**config.mk**
```make
export PLATFORM = sky130hd
export DESIGN_NAME = st_glue_top
export DESIGN_NICKNAME = d
export VERILOG_FILES = /design/src/common/st_glue_pkg.sv /design/src/hdl/st_reset_seq.sv /design/src/hdl/st_mfp_timebase.sv /design/src/rtc/st_rtc.sv /design/src/audio/st_audio_mix.sv /design/src/hdl/st_glue_top.sv
export SDC_FILE = /design/constraint.sdc
export NUM_CORES = 1
export LEC_CHECK = 0
export BUFFER_PORTS_ARGS = -buffer_cell sky130_fd_sc_hd__buf_2
export CELL_PAD_IN_SITES_DETAIL_PLACEMENT = 1
export CELL_PAD_IN_SITES_GLOBAL_PLACEMENT = 1
export CORE_ASPECT_RATIO = 0.5
export CORE_MARGIN = 1
export CORE_UTILIZATION = 50
export CTS_CLUSTER_SIZE = 30
export DETAILED_ROUTE_END_ITERATION = 8
export GPL_TIMING_DRIVEN = 0
export PLACE_DENSITY = 0.88
export SLEW_MARGIN = 20
export SYNTH_ARGS = -nofsm -noshare
export SYNTH_HDL_FRONTEND = slang
export SYNTH_HIERARCHICAL = 1
export SYNTH_SLANG_ARGS = --single-unit
export TNS_END_PERCENT = 1
```
**constraint.sdc**
```tcl
create_clock -name clk_32 -period 4.9 [get_ports clk_32]
set_input_delay 0.49 -clock clk_32 [delete_from_list [all_inputs] [get_ports clk_32]]
set_output_delay 0.49 -clock clk_32 [all_outputs]
set_load 0.005 [all_outputs]
```
**src/common/st_glue_pkg.sv**
```systemverilog
`default_nettype none

package st_glue_pkg;

	// clock rates
	localparam logic [31:0] SYSTEM_CLOCK_HZ = 32'd32084988; // nominal clk_32
	localparam logic [31:0] MFP_CLOCK_HZ = 32'd2457600;     // mfp timer clock target

	// reset sequencer
	localparam logic [6:0] RESET_CYCLES = 7'd127;           // counter load value
	localparam logic [6:0] MCU_RESET_ASSERT_AT = 7'd10;     // mcu reset goes low here
	localparam logic [6:0] MCU_RESET_RELEASE_BELOW = 7'd8;  // and is let go below this

	// timebase
	localparam logic [4:0] EN_2M_DIV = 5'd16;               // clk_32 cycles per 2 MHz pulse
	localparam logic [3:0] SND_IRQ_DELAY_LEN = 4'd8;        // taps, like the 74LS164

	// audio centring
	localparam logic [9:0] YM_MIDPOINT = 10'd512;
	localparam logic [7:0] DMA_MIDPOINT = 8'd128;

	// rtc
	localparam logic [3:0] RTC_YEAR_BIAS = 4'd2;            // gemdos counts years from 1980
	localparam logic [3:0] RTC_BANK_REG = 4'd13;            // bank/mode register

	// bcd time from the io controller, one nibble per digit
	typedef struct packed {
		logic [3:0] sec_lo;
		logic [3:0] sec_hi;
		logic [3:0] min_lo;
		logic [3:0] min_hi;
		logic [3:0] hour_lo;
		logic [3:0] hour_hi;
		logic [3:0] day_lo;
		logic [3:0] day_hi;
		logic [3:0] mon_lo;
		logic [3:0] mon_hi;
		logic [3:0] year_lo;
		logic [3:0] year_hi;
		logic [3:0] dow;      // day of week
	} rtc_time_t;

	// cpu side access to the rp5c15
	typedef struct packed {
		logic       cs;       // chip select, active high
		logic       wr;       // write strobe, active high
		logic [3:0] addr;     // register number
		logic [3:0] wdata;    // write nibble
	} rtc_bus_t;

	// raw samples, all offset binary
	typedef struct packed {
		logic [9:0] ym;       // psg sum
		logic [7:0] dma_l;    // ste dma sound left
		logic [7:0] dma_r;    // ste dma sound right
	} audio_in_t;

	// mixed samples for the sigma-delta dac
	typedef struct packed {
		logic signed [14:0] left;
		logic signed [14:0] right;
	} audio_out_t;

endpackage

`default_nettype wire

```
**src/hdl/st_reset_seq.sv**
```systemverilog
`timescale 1ns/10ps
`default_nettype none

module st_reset_seq (
	input  logic clk_32,
	input  logic xsint,              // power-on reset, active low
	input  logic sys_reset_n_i,      // external reset button
	input  logic cpu_reset_n_i,      // reset instruction from the cpu
	output logic reset_o,            // system reset
	output logic peripheral_reset_o, // system reset or cpu reset
	output logic mcu_reset_n_o       // memory controller reset
);

	logic [6:0] reset_cnt;           // counts down to zero after release
	logic       cpu_reset_n_d;       // previous cpu_reset_n_i for edge detect
	logic       cpu_reset_fall;

	assign cpu_reset_fall = cpu_reset_n_d & ~cpu_reset_n_i;

	// main reset counter
	always_ff @(posedge clk_32 or negedge xsint) begin
		if (!xsint) begin
			reset_cnt <= st_glue_pkg::RESET_CYCLES;
		end else if (!sys_reset_n_i) begin
			reset_cnt <= st_glue_pkg::RESET_CYCLES; // held while button is down
		end else if (reset_cnt != 7'd0) begin
			reset_cnt <= reset_cnt - 7'd1;
		end
	end

	// registered reset outputs
	always_ff @(posedge clk_32 or negedge xsint) begin
		if (!xsint) begin
			reset_o <= 1'b1;
			peripheral_reset_o <= 1'b1;
			cpu_reset_n_d <= 1'b1;
		end else begin
			reset_o <= reset_cnt != 7'd0;
			peripheral_reset_o <= reset_o | ~cpu_reset_n_i; // one cycle behind reset_o
			cpu_reset_n_d <= cpu_reset_n_i;
		end
	end

	// the memory controller only sees a short window near the end of the count,
	// its refresh must keep running while the rest of the system is held
	always_ff @(posedge clk_32 or negedge xsint) begin
		if (!xsint) begin
			mcu_reset_n_o <= 1'b1;
		end else if (cpu_reset_fall) begin
			mcu_reset_n_o <= 1'b0;     // cpu reset instruction
		end else if (reset_cnt == st_glue_pkg::MCU_RESET_ASSERT_AT) begin
			mcu_reset_n_o <= 1'b0;
		end else if (reset_cnt < st_glue_pkg::MCU_RESET_RELEASE_BELOW) begin
			mcu_reset_n_o <= 1'b1;
		end
	end

endmodule

`default_nettype wire

```
**src/hdl/st_mfp_timebase.sv**
```systemverilog
`timescale 1ns/10ps
`default_nettype none

module st_mfp_timebase (
	input  logic clk_32,
	input  logic xsint,
	input  logic snd_irq_i,      // dma sound interrupt, high while active
	input  logic ste_i,          // ste mode
	input  logic mono_detect_i,  // low for monochrome monitor
	output logic mfp_clk_o,      // about 2.4576 MHz
	output logic en_2m_o,        // one clk_32 pulse per 2 MHz period
	output logic timer_a_o,      // delayed sound interrupt to timer a
	output logic mfp_io7_o       // mfp gpio bit 7
);

	logic [31:0] mfp_acc;        // fractional phase accumulator
	logic [3:0]  div_cnt;        // 2 MHz divider
	logic [st_glue_pkg::SND_IRQ_DELAY_LEN-1:0] snd_dly; // shift register taps
	logic        snd_dly_clr_n;

	// fractional divider, toggles twice per mfp clock period
	always_ff @(posedge clk_32 or negedge xsint) begin
		if (!xsint) begin
			mfp_acc <= 32'd0;
			mfp_clk_o <= 1'b0;
		end else if (mfp_acc < st_glue_pkg::SYSTEM_CLOCK_HZ / 2) begin
			mfp_acc <= mfp_acc + st_glue_pkg::MFP_CLOCK_HZ;
		end else begin
			// overflow, carry the remainder into the next period
			mfp_acc <= mfp_acc - (st_glue_pkg::SYSTEM_CLOCK_HZ / 2 - st_glue_pkg::MFP_CLOCK_HZ);
			mfp_clk_o <= ~mfp_clk_o;
		end
	end

	// 2 MHz enable, free running
	always_ff @(posedge clk_32 or negedge xsint) begin
		if (!xsint) begin
			div_cnt <= 4'd0;
			en_2m_o <= 1'b0;
		end else begin
			div_cnt <= div_cnt + 4'd1;  // wraps every 16
			en_2m_o <= {1'b0, div_cnt} == st_glue_pkg::EN_2M_DIV - 5'd1;
		end
	end

	// ste delays the sound interrupt by 1/250000 s before timer a
	assign snd_dly_clr_n = xsint & snd_irq_i; // low irq clears the chain at once

	always_ff @(posedge clk_32 or negedge snd_dly_clr_n) begin
		if (!snd_dly_clr_n) begin
			snd_dly <= '0;
		end else if (en_2m_o) begin
			snd_dly <= {snd_dly[st_glue_pkg::SND_IRQ_DELAY_LEN-2:0], 1'b1};
		end
	end

	assign timer_a_o = snd_dly[st_glue_pkg::SND_IRQ_DELAY_LEN-1]; // last tap

	// mono detect shares io7 with the sound interrupt on the ste
	assign mfp_io7_o = mono_detect_i ^ (ste_i & snd_irq_i);

endmodule

`default_nettype wire

```
**src/rtc/st_rtc.sv**
```systemverilog
`timescale 1ns/10ps
`default_nettype none

module st_rtc (
	input  logic                   clk_32,
	input  logic                   xsint,
	input  logic                   periph_reset_i, // clears the bank select
	input  st_glue_pkg::rtc_bus_t  rtc_bus_i,
	input  st_glue_pkg::rtc_time_t rtc_time_i,     // current time from io controller
	output logic [3:0]             rtc_rdata_o
);

	logic       bank;            // 0 time registers, 1 alarm/scratch
	logic [3:0] bank1_mem [16];  // bank 1 nibbles
	logic       wr_en;
	logic [3:0] time_nib;        // bank 0 digit for the current address

	assign wr_en = rtc_bus_i.cs & rtc_bus_i.wr;

	// bank register
	always_ff @(posedge clk_32 or negedge xsint) begin
		if (!xsint) begin
			bank <= 1'b0;
		end else if (periph_reset_i) begin
			bank <= 1'b0;
		end else if (wr_en && rtc_bus_i.addr == st_glue_pkg::RTC_BANK_REG) begin
			bank <= rtc_bus_i.wdata[0];  // only the bank bit is kept
		end
	end

	// bank 1 store, every address except the mode register
	always_ff @(posedge clk_32) begin
		if (wr_en && rtc_bus_i.addr != st_glue_pkg::RTC_BANK_REG) begin
			bank1_mem[rtc_bus_i.addr] <= rtc_bus_i.wdata;
		end
	end

	// time digits in rp5c15 register order
	always_comb begin
		case (rtc_bus_i.addr)
			4'd0:    time_nib = rtc_time_i.sec_lo;
			4'd1:    time_nib = rtc_time_i.sec_hi;
			4'd2:    time_nib = rtc_time_i.min_lo;
			4'd3:    time_nib = rtc_time_i.min_hi;
			4'd4:    time_nib = rtc_time_i.hour_lo;
			4'd5:    time_nib = rtc_time_i.hour_hi;
			4'd6:    time_nib = rtc_time_i.dow;       // day of week sits before the date
			4'd7:    time_nib = rtc_time_i.day_lo;
			4'd8:    time_nib = rtc_time_i.day_hi;
			4'd9:    time_nib = rtc_time_i.mon_lo;
			4'd10:   time_nib = rtc_time_i.mon_hi;
			4'd11:   time_nib = rtc_time_i.year_lo + st_glue_pkg::RTC_YEAR_BIAS;
			4'd12:   time_nib = rtc_time_i.year_hi;
			default: time_nib = 4'hf;
		endcase
	end

	// read mux, no latency
	always_comb begin
		if (rtc_bus_i.addr == st_glue_pkg::RTC_BANK_REG) begin
			rtc_rdata_o = {1'b1, 2'b00, bank};  // timer enable set, bank bit
		end else if (rtc_bus_i.addr == 4'd14) begin
			rtc_rdata_o = 4'h0;                 // test register
		end else if (rtc_bus_i.addr == 4'd15) begin
			rtc_rdata_o = 4'hc;                 // reset register
		end else if (bank) begin
			rtc_rdata_o = bank1_mem[rtc_bus_i.addr];
		end else begin
			rtc_rdata_o = time_nib;
		end

		// no time from the io controller yet, so the chip looks absent
		if (rtc_time_i == '0) begin
			rtc_rdata_o = 4'hf;
		end
	end

endmodule

`default_nettype wire

```
**src/audio/st_audio_mix.sv**
```systemverilog
`timescale 1ns/10ps
`default_nettype none

module st_audio_mix (
	input  logic                    clk_32,
	input  logic                    xsint,
	input  st_glue_pkg::audio_in_t  audio_i,  // new sample every cycle
	output st_glue_pkg::audio_out_t audio_o   // three cycles behind audio_i
);

	// stage 1, centred two's complement samples
	logic [9:0] ym_c;
	logic [7:0] dma_l_c;
	logic [7:0] dma_r_c;

	// stage 2, each term widened to 15 bits
	logic signed [14:0] ym_x;
	logic signed [14:0] dma_l_x;
	logic signed [14:0] dma_r_x;

	// stage 1, remove the dc offset
	always_ff @(posedge clk_32 or negedge xsint) begin
		if (!xsint) begin
			ym_c <= 10'd0;
			dma_l_c <= 8'd0;
			dma_r_c <= 8'd0;
		end else begin
			ym_c <= audio_i.ym - st_glue_pkg::YM_MIDPOINT;
			dma_l_c <= audio_i.dma_l - st_glue_pkg::DMA_MIDPOINT;
			dma_r_c <= audio_i.dma_r - st_glue_pkg::DMA_MIDPOINT;
		end
	end

	// stage 2, expand to 14 bits plus one guard bit
	// the low bits repeat the top of the sample, so full scale stays full scale
	always_ff @(posedge clk_32 or negedge xsint) begin
		if (!xsint) begin
			ym_x <= 15'sd0;
			dma_l_x <= 15'sd0;
			dma_r_x <= 15'sd0;
		end else begin
			ym_x <= {ym_c[9], ym_c, ym_c[9:6]};            // 1 + 10 + 4
			dma_l_x <= {dma_l_c[7], dma_l_c, dma_l_c[7:2]}; // 1 + 8 + 6
			dma_r_x <= {dma_r_c[7], dma_r_c, dma_r_c[7:2]};
		end
	end

	// stage 3, psg is mono so it goes into both channels
	always_ff @(posedge clk_32 or negedge xsint) begin
		if (!xsint) begin
			audio_o <= '0;
		end else begin
			audio_o.left <= ym_x + dma_l_x;
			audio_o.right <= ym_x + dma_r_x;
		end
	end

endmodule

`default_nettype wire

```
**src/hdl/st_glue_top.sv**
```systemverilog
`timescale 1ns/10ps
`default_nettype none

module st_glue_top (
	input  logic                    clk_32,
	input  logic                    xsint,
	input  logic                    sys_reset_n_i,
	input  logic                    cpu_reset_n_i,
	input  logic                    ste_i,
	input  logic                    mono_detect_i,
	input  logic                    snd_irq_i,
	input  st_glue_pkg::rtc_bus_t   rtc_bus_i,
	input  st_glue_pkg::rtc_time_t  rtc_time_i,
	input  st_glue_pkg::audio_in_t  audio_i,
	output logic                    reset_o,
	output logic                    peripheral_reset_o,
	output logic                    mcu_reset_n_o,
	output logic                    mfp_clk_o,
	output logic                    en_2m_o,
	output logic                    timer_a_o,
	output logic                    mfp_io7_o,
	output logic [3:0]              rtc_rdata_o,
	output st_glue_pkg::audio_out_t audio_o
);

	st_reset_seq st_reset_seq_i (
		.clk_32             (clk_32),
		.xsint              (xsint),
		.sys_reset_n_i      (sys_reset_n_i),
		.cpu_reset_n_i      (cpu_reset_n_i),
		.reset_o            (reset_o),
		.peripheral_reset_o (peripheral_reset_o),
		.mcu_reset_n_o      (mcu_reset_n_o)
	);

	st_mfp_timebase st_mfp_timebase_i (
		.clk_32        (clk_32),
		.xsint         (xsint),
		.snd_irq_i     (snd_irq_i),
		.ste_i         (ste_i),
		.mono_detect_i (mono_detect_i),
		.mfp_clk_o     (mfp_clk_o),
		.en_2m_o       (en_2m_o),
		.timer_a_o     (timer_a_o),
		.mfp_io7_o     (mfp_io7_o)
	);

	st_rtc st_rtc_i (
		.clk_32         (clk_32),
		.xsint          (xsint),
		.periph_reset_i (peripheral_reset_o), // bank drops on any peripheral reset
		.rtc_bus_i      (rtc_bus_i),
		.rtc_time_i     (rtc_time_i),
		.rtc_rdata_o    (rtc_rdata_o)
	);

	st_audio_mix st_audio_mix_i (
		.clk_32  (clk_32),
		.xsint   (xsint),
		.audio_i (audio_i),
		.audio_o (audio_o)
	);

endmodule

`default_nettype wire

```
==> impl_metrics.tcl <==
set metrics [dict create \
    ys_top_cells_by_area "dfrtp_1 (34%), edfxtp_1 (19%), ha_1 (4.9%), dfstp_2 (3.1%), xnor2_1 (3.0%)" \
    drive_above_1_share_pct 25.9 \
    boundaryPins 136 \
    synth_seq_cells 198 \
    finalCritPeriodShare_pct 61.5 \
    netlist.area_leader.share_pct 34.1 \
    maxSlewHeadroom_pct 49.6 \
    cts_sinks 198 \
    die_x_microns 196 \
    arrival_ns 3.32 \
    drv_slew 0 \
    initial_core_util_pct 51.1 \
    hpwlAfterDp_microns 18900 \
    io_buffers 132 \
    critPathTopFamily "simple AND/OR/NAND/NOR gates" \
    cts-htree-levels 4 \
    cp_max_fo 10 \
    peakVddDrop_mv 0.282 \
    ys_types 90 \
    post_drt_wl_per_cell_microns 23.0 \
    worstPathRequired_ns 5.21 \
    syn_inst 761 \
    fin_nets 1050 \
    ys_warn_count 6 \
    antenna_cells 0 \
    max_stage_delay_ns 0.55 \
    grt_max_degree 84 \
    critPathLaunch "st_mfp_timebase_i/mfp_acc[27]$_DFF_PN0_" \
    timing.rr.start "st_mfp_timebase_i/mfp_acc[27]$_DFF_PN0_" \
    grt_use_total_pct 28.8 \
    maxCapViolations 0 \
    design_area_sq_um 11000 \
    dpl_cell_area_sq_um 10400 \
    synth_edf_count 59 \
    critPathKind "reg2reg" \
    clk_latency_ns 0.43 \
    tightest_slew_ns 0.749 \
    synth_area_sq_um 9400 \
    drc 0 \
    dr.first_iter.drc_count 388 \
    viasPerCell 6.02 \
    gr-total-overflow 0 \
    gp_congestion 0.939 \
    finalSetupTns_ns 0 \
    worstSetupStartpointType "register" \
    hold_viol 0 \
    p_leak_nw 4.67 \
    grt_pass1_wl_microns 42300 \
    core-area_sq_um 18400 \
    numCtsBuffers 17 \
    ys_seq_area_share_pct 56.0 \
    path_buf_inv 2 \
    cpMaxStageDelayCell "or4_4" \
    wl_microns 26900 \
    p_per_area_nw_per_um2 337 \
    end_kind "register" \
    final_core_util_pct 59.8 \
    clockBufferDepth 2 \
    crit_chain "or4_4 > or4_1 > or3_1 > clkbuf_2 > nor2_2 > buf_2 > nor3_1 > xor2_1" \
    setup_viol 0 \
    path_clk_slew_ns 0.08 \
    rsz0062_at_grt "no" \
    cts_tree "built" \
    period_minus_slack_ns 3.01 \
    holdWs_ns 0.0955 \
    drtAntennaViolNets 0 \
    yosys.area.top_type "dfrtp_1" \
    grt_pass1_vias 7581 \
    max_freq_mhz 332 \
    cts_root_buf "clkbuf_16" \
    firstDrtPassIters 5 \
    syn2layout_area_growth_pct 17.0 \
    outcome "finished clean" \
    hold_class "in2async" \
    p_total_w 0.00370 \
    num_rows 35 \
    cts_resized 0 \
    syn_area_per_cell_sq_um 12.4 \
    die-area_sq_um 19400 \
    synth_flop_cell "dfrtp_1" \
    async_flop_share_pct 70.2 \
    finClkSkew_ns 0.00766 \
    die_h_microns 99.0 \
    antenna_found_initial 0 \
    vias 7037 \
]
==> cells by family (layout without fill, tap and decap cells) <==
kind of cell | after synthesis | after routing | synth area share (%)
buf+inv | 55 | 221 | 3.01
simple gates | 221 | 221 | 12.5
other cells | 1 | 3 | 0.0399
mux | 36 | 36 | 6.07
xor+xnor | 52 | 52 | 4.84
compound gates | 159 | 159 | 12.2
fa+ha+maj | 39 | 39 | 5.35
flops | 198 | 198 | 56.0
==> registers in the layout, summed over array words and instances (netlist names), 8 cells and up <==
signal                     flops
st_audio_mix_i/dma_l_x         8
st_audio_mix_i/dma_r_c         8
st_audio_mix_i/dma_l_c         8
st_rtc_i/bank1_mem            59
st_mfp_timebase_i/snd_dly      8
st_audio_mix_i/ym_x           10
st_mfp_timebase_i/mfp_acc     31
st_audio_mix_i/audio_o        30
st_audio_mix_i/ym_c           10
st_audio_mix_i/dma_r_x         8
==> through the flow <==
stage | worst slack, ns | cells
after global routing | 1.77 | 1169
after global placement | 1.71 | 1135
final | 1.89 | 1169
after CTS | 1.89 | 1169
after detailed placement | 1.91 | 1136
after floorplan | 2.22 | 763
==> cell usage in the layout (no fill, tap or decap), drive strengths merged, types with 6 or more instances in the layout <==
master  instances
buf           151
dfrtp         128
edfxtp         59
nor2           43
nand2          42
a21oi          39
inv            38
ha             37
xnor2          32
o21ai          26
clkbuf         25
nand3          24
xor2           20
nor3           20
nor4           16
mux4           14
mux2           13
nor2b          12
o211ai         11
dfstp          11
a21o           10
nand4           9
mux2i           9
and3            9
or2             9
a22oi           8
a31oi           7
or3             7
or4             7
a32oi           6
nor3b           6
==> area by class of cell <==
cell class                 count  area (sq um)
timing repair buffer         134           704
clock inverter                14           160
tap                          240           300
inverter                      30           113
sequential                   198          5260
fill                        1930          7390
clock buffer                  18           429
multi-input combinational    510          3860
buffer                        25           170
==> path summary, 6_finish.rpt <==
check                                                           end  slack [ns]  cells past startpoint
max reg2reg                 st_mfp_timebase_i/mfp_acc[25]$_DFF_PN0_        1.89                      8
min reg2reg                       st_audio_mix_i/ym_x[10]$_DFF_PN0_        0.35                      0
min in group clk_32                st_audio_mix_i/ym_c[7]$_DFF_PN0_        0.16                      1
max in group asynchronous          st_reset_seq_i/reset_o$_DFF_PN1_        3.53                      3
min                        st_mfp_timebase_i/snd_dly[7]$_DFFE_PN0P_         0.1                      2
max                         st_mfp_timebase_i/mfp_acc[25]$_DFF_PN0_        1.89                      8
==> synthesized netlist by cell type (all sizes together) (7+ instances only) <==
cell type  instances
a21o              10
a21oi             39
a22oi              8
a31oi              7
and3               9
buf               18
clkbuf             7
dfrtp            128
dfstp             11
edfxtp            59
ha                37
inv               29
mux2              13
mux2i              9
mux4              14
nand2             42
nand3             24
nand4              9
nor2              43
nor2b             12
nor3              20
nor4              16
o211ai            11
o21ai             26
or2                9
or3                7
or4                7
xnor2             32
xor2              20
==> metal layers <==
metal | routed length (microns) | track usage (%)
met1 | 11100 | 34.2
met2 | 14000 | 53.1
met3 | 1020 | 4.18
met4 | 708 | 11.3
met5 | 0 | 0
==> what timing repair did <==
action                    4_1_cts  5_1_grt
hold buffers                    1        0
hold endpoints to repair       11        0
buffers inserted                0        0
==> power breakdown <==
part / internal, W / switching, W
clock: 0.000730 / 0.000680
combinational: 0.000193 / 0.000279
sequential: 0.00178 / 0.0000389
No activity file was read; power rests on OpenSTA's default activity.
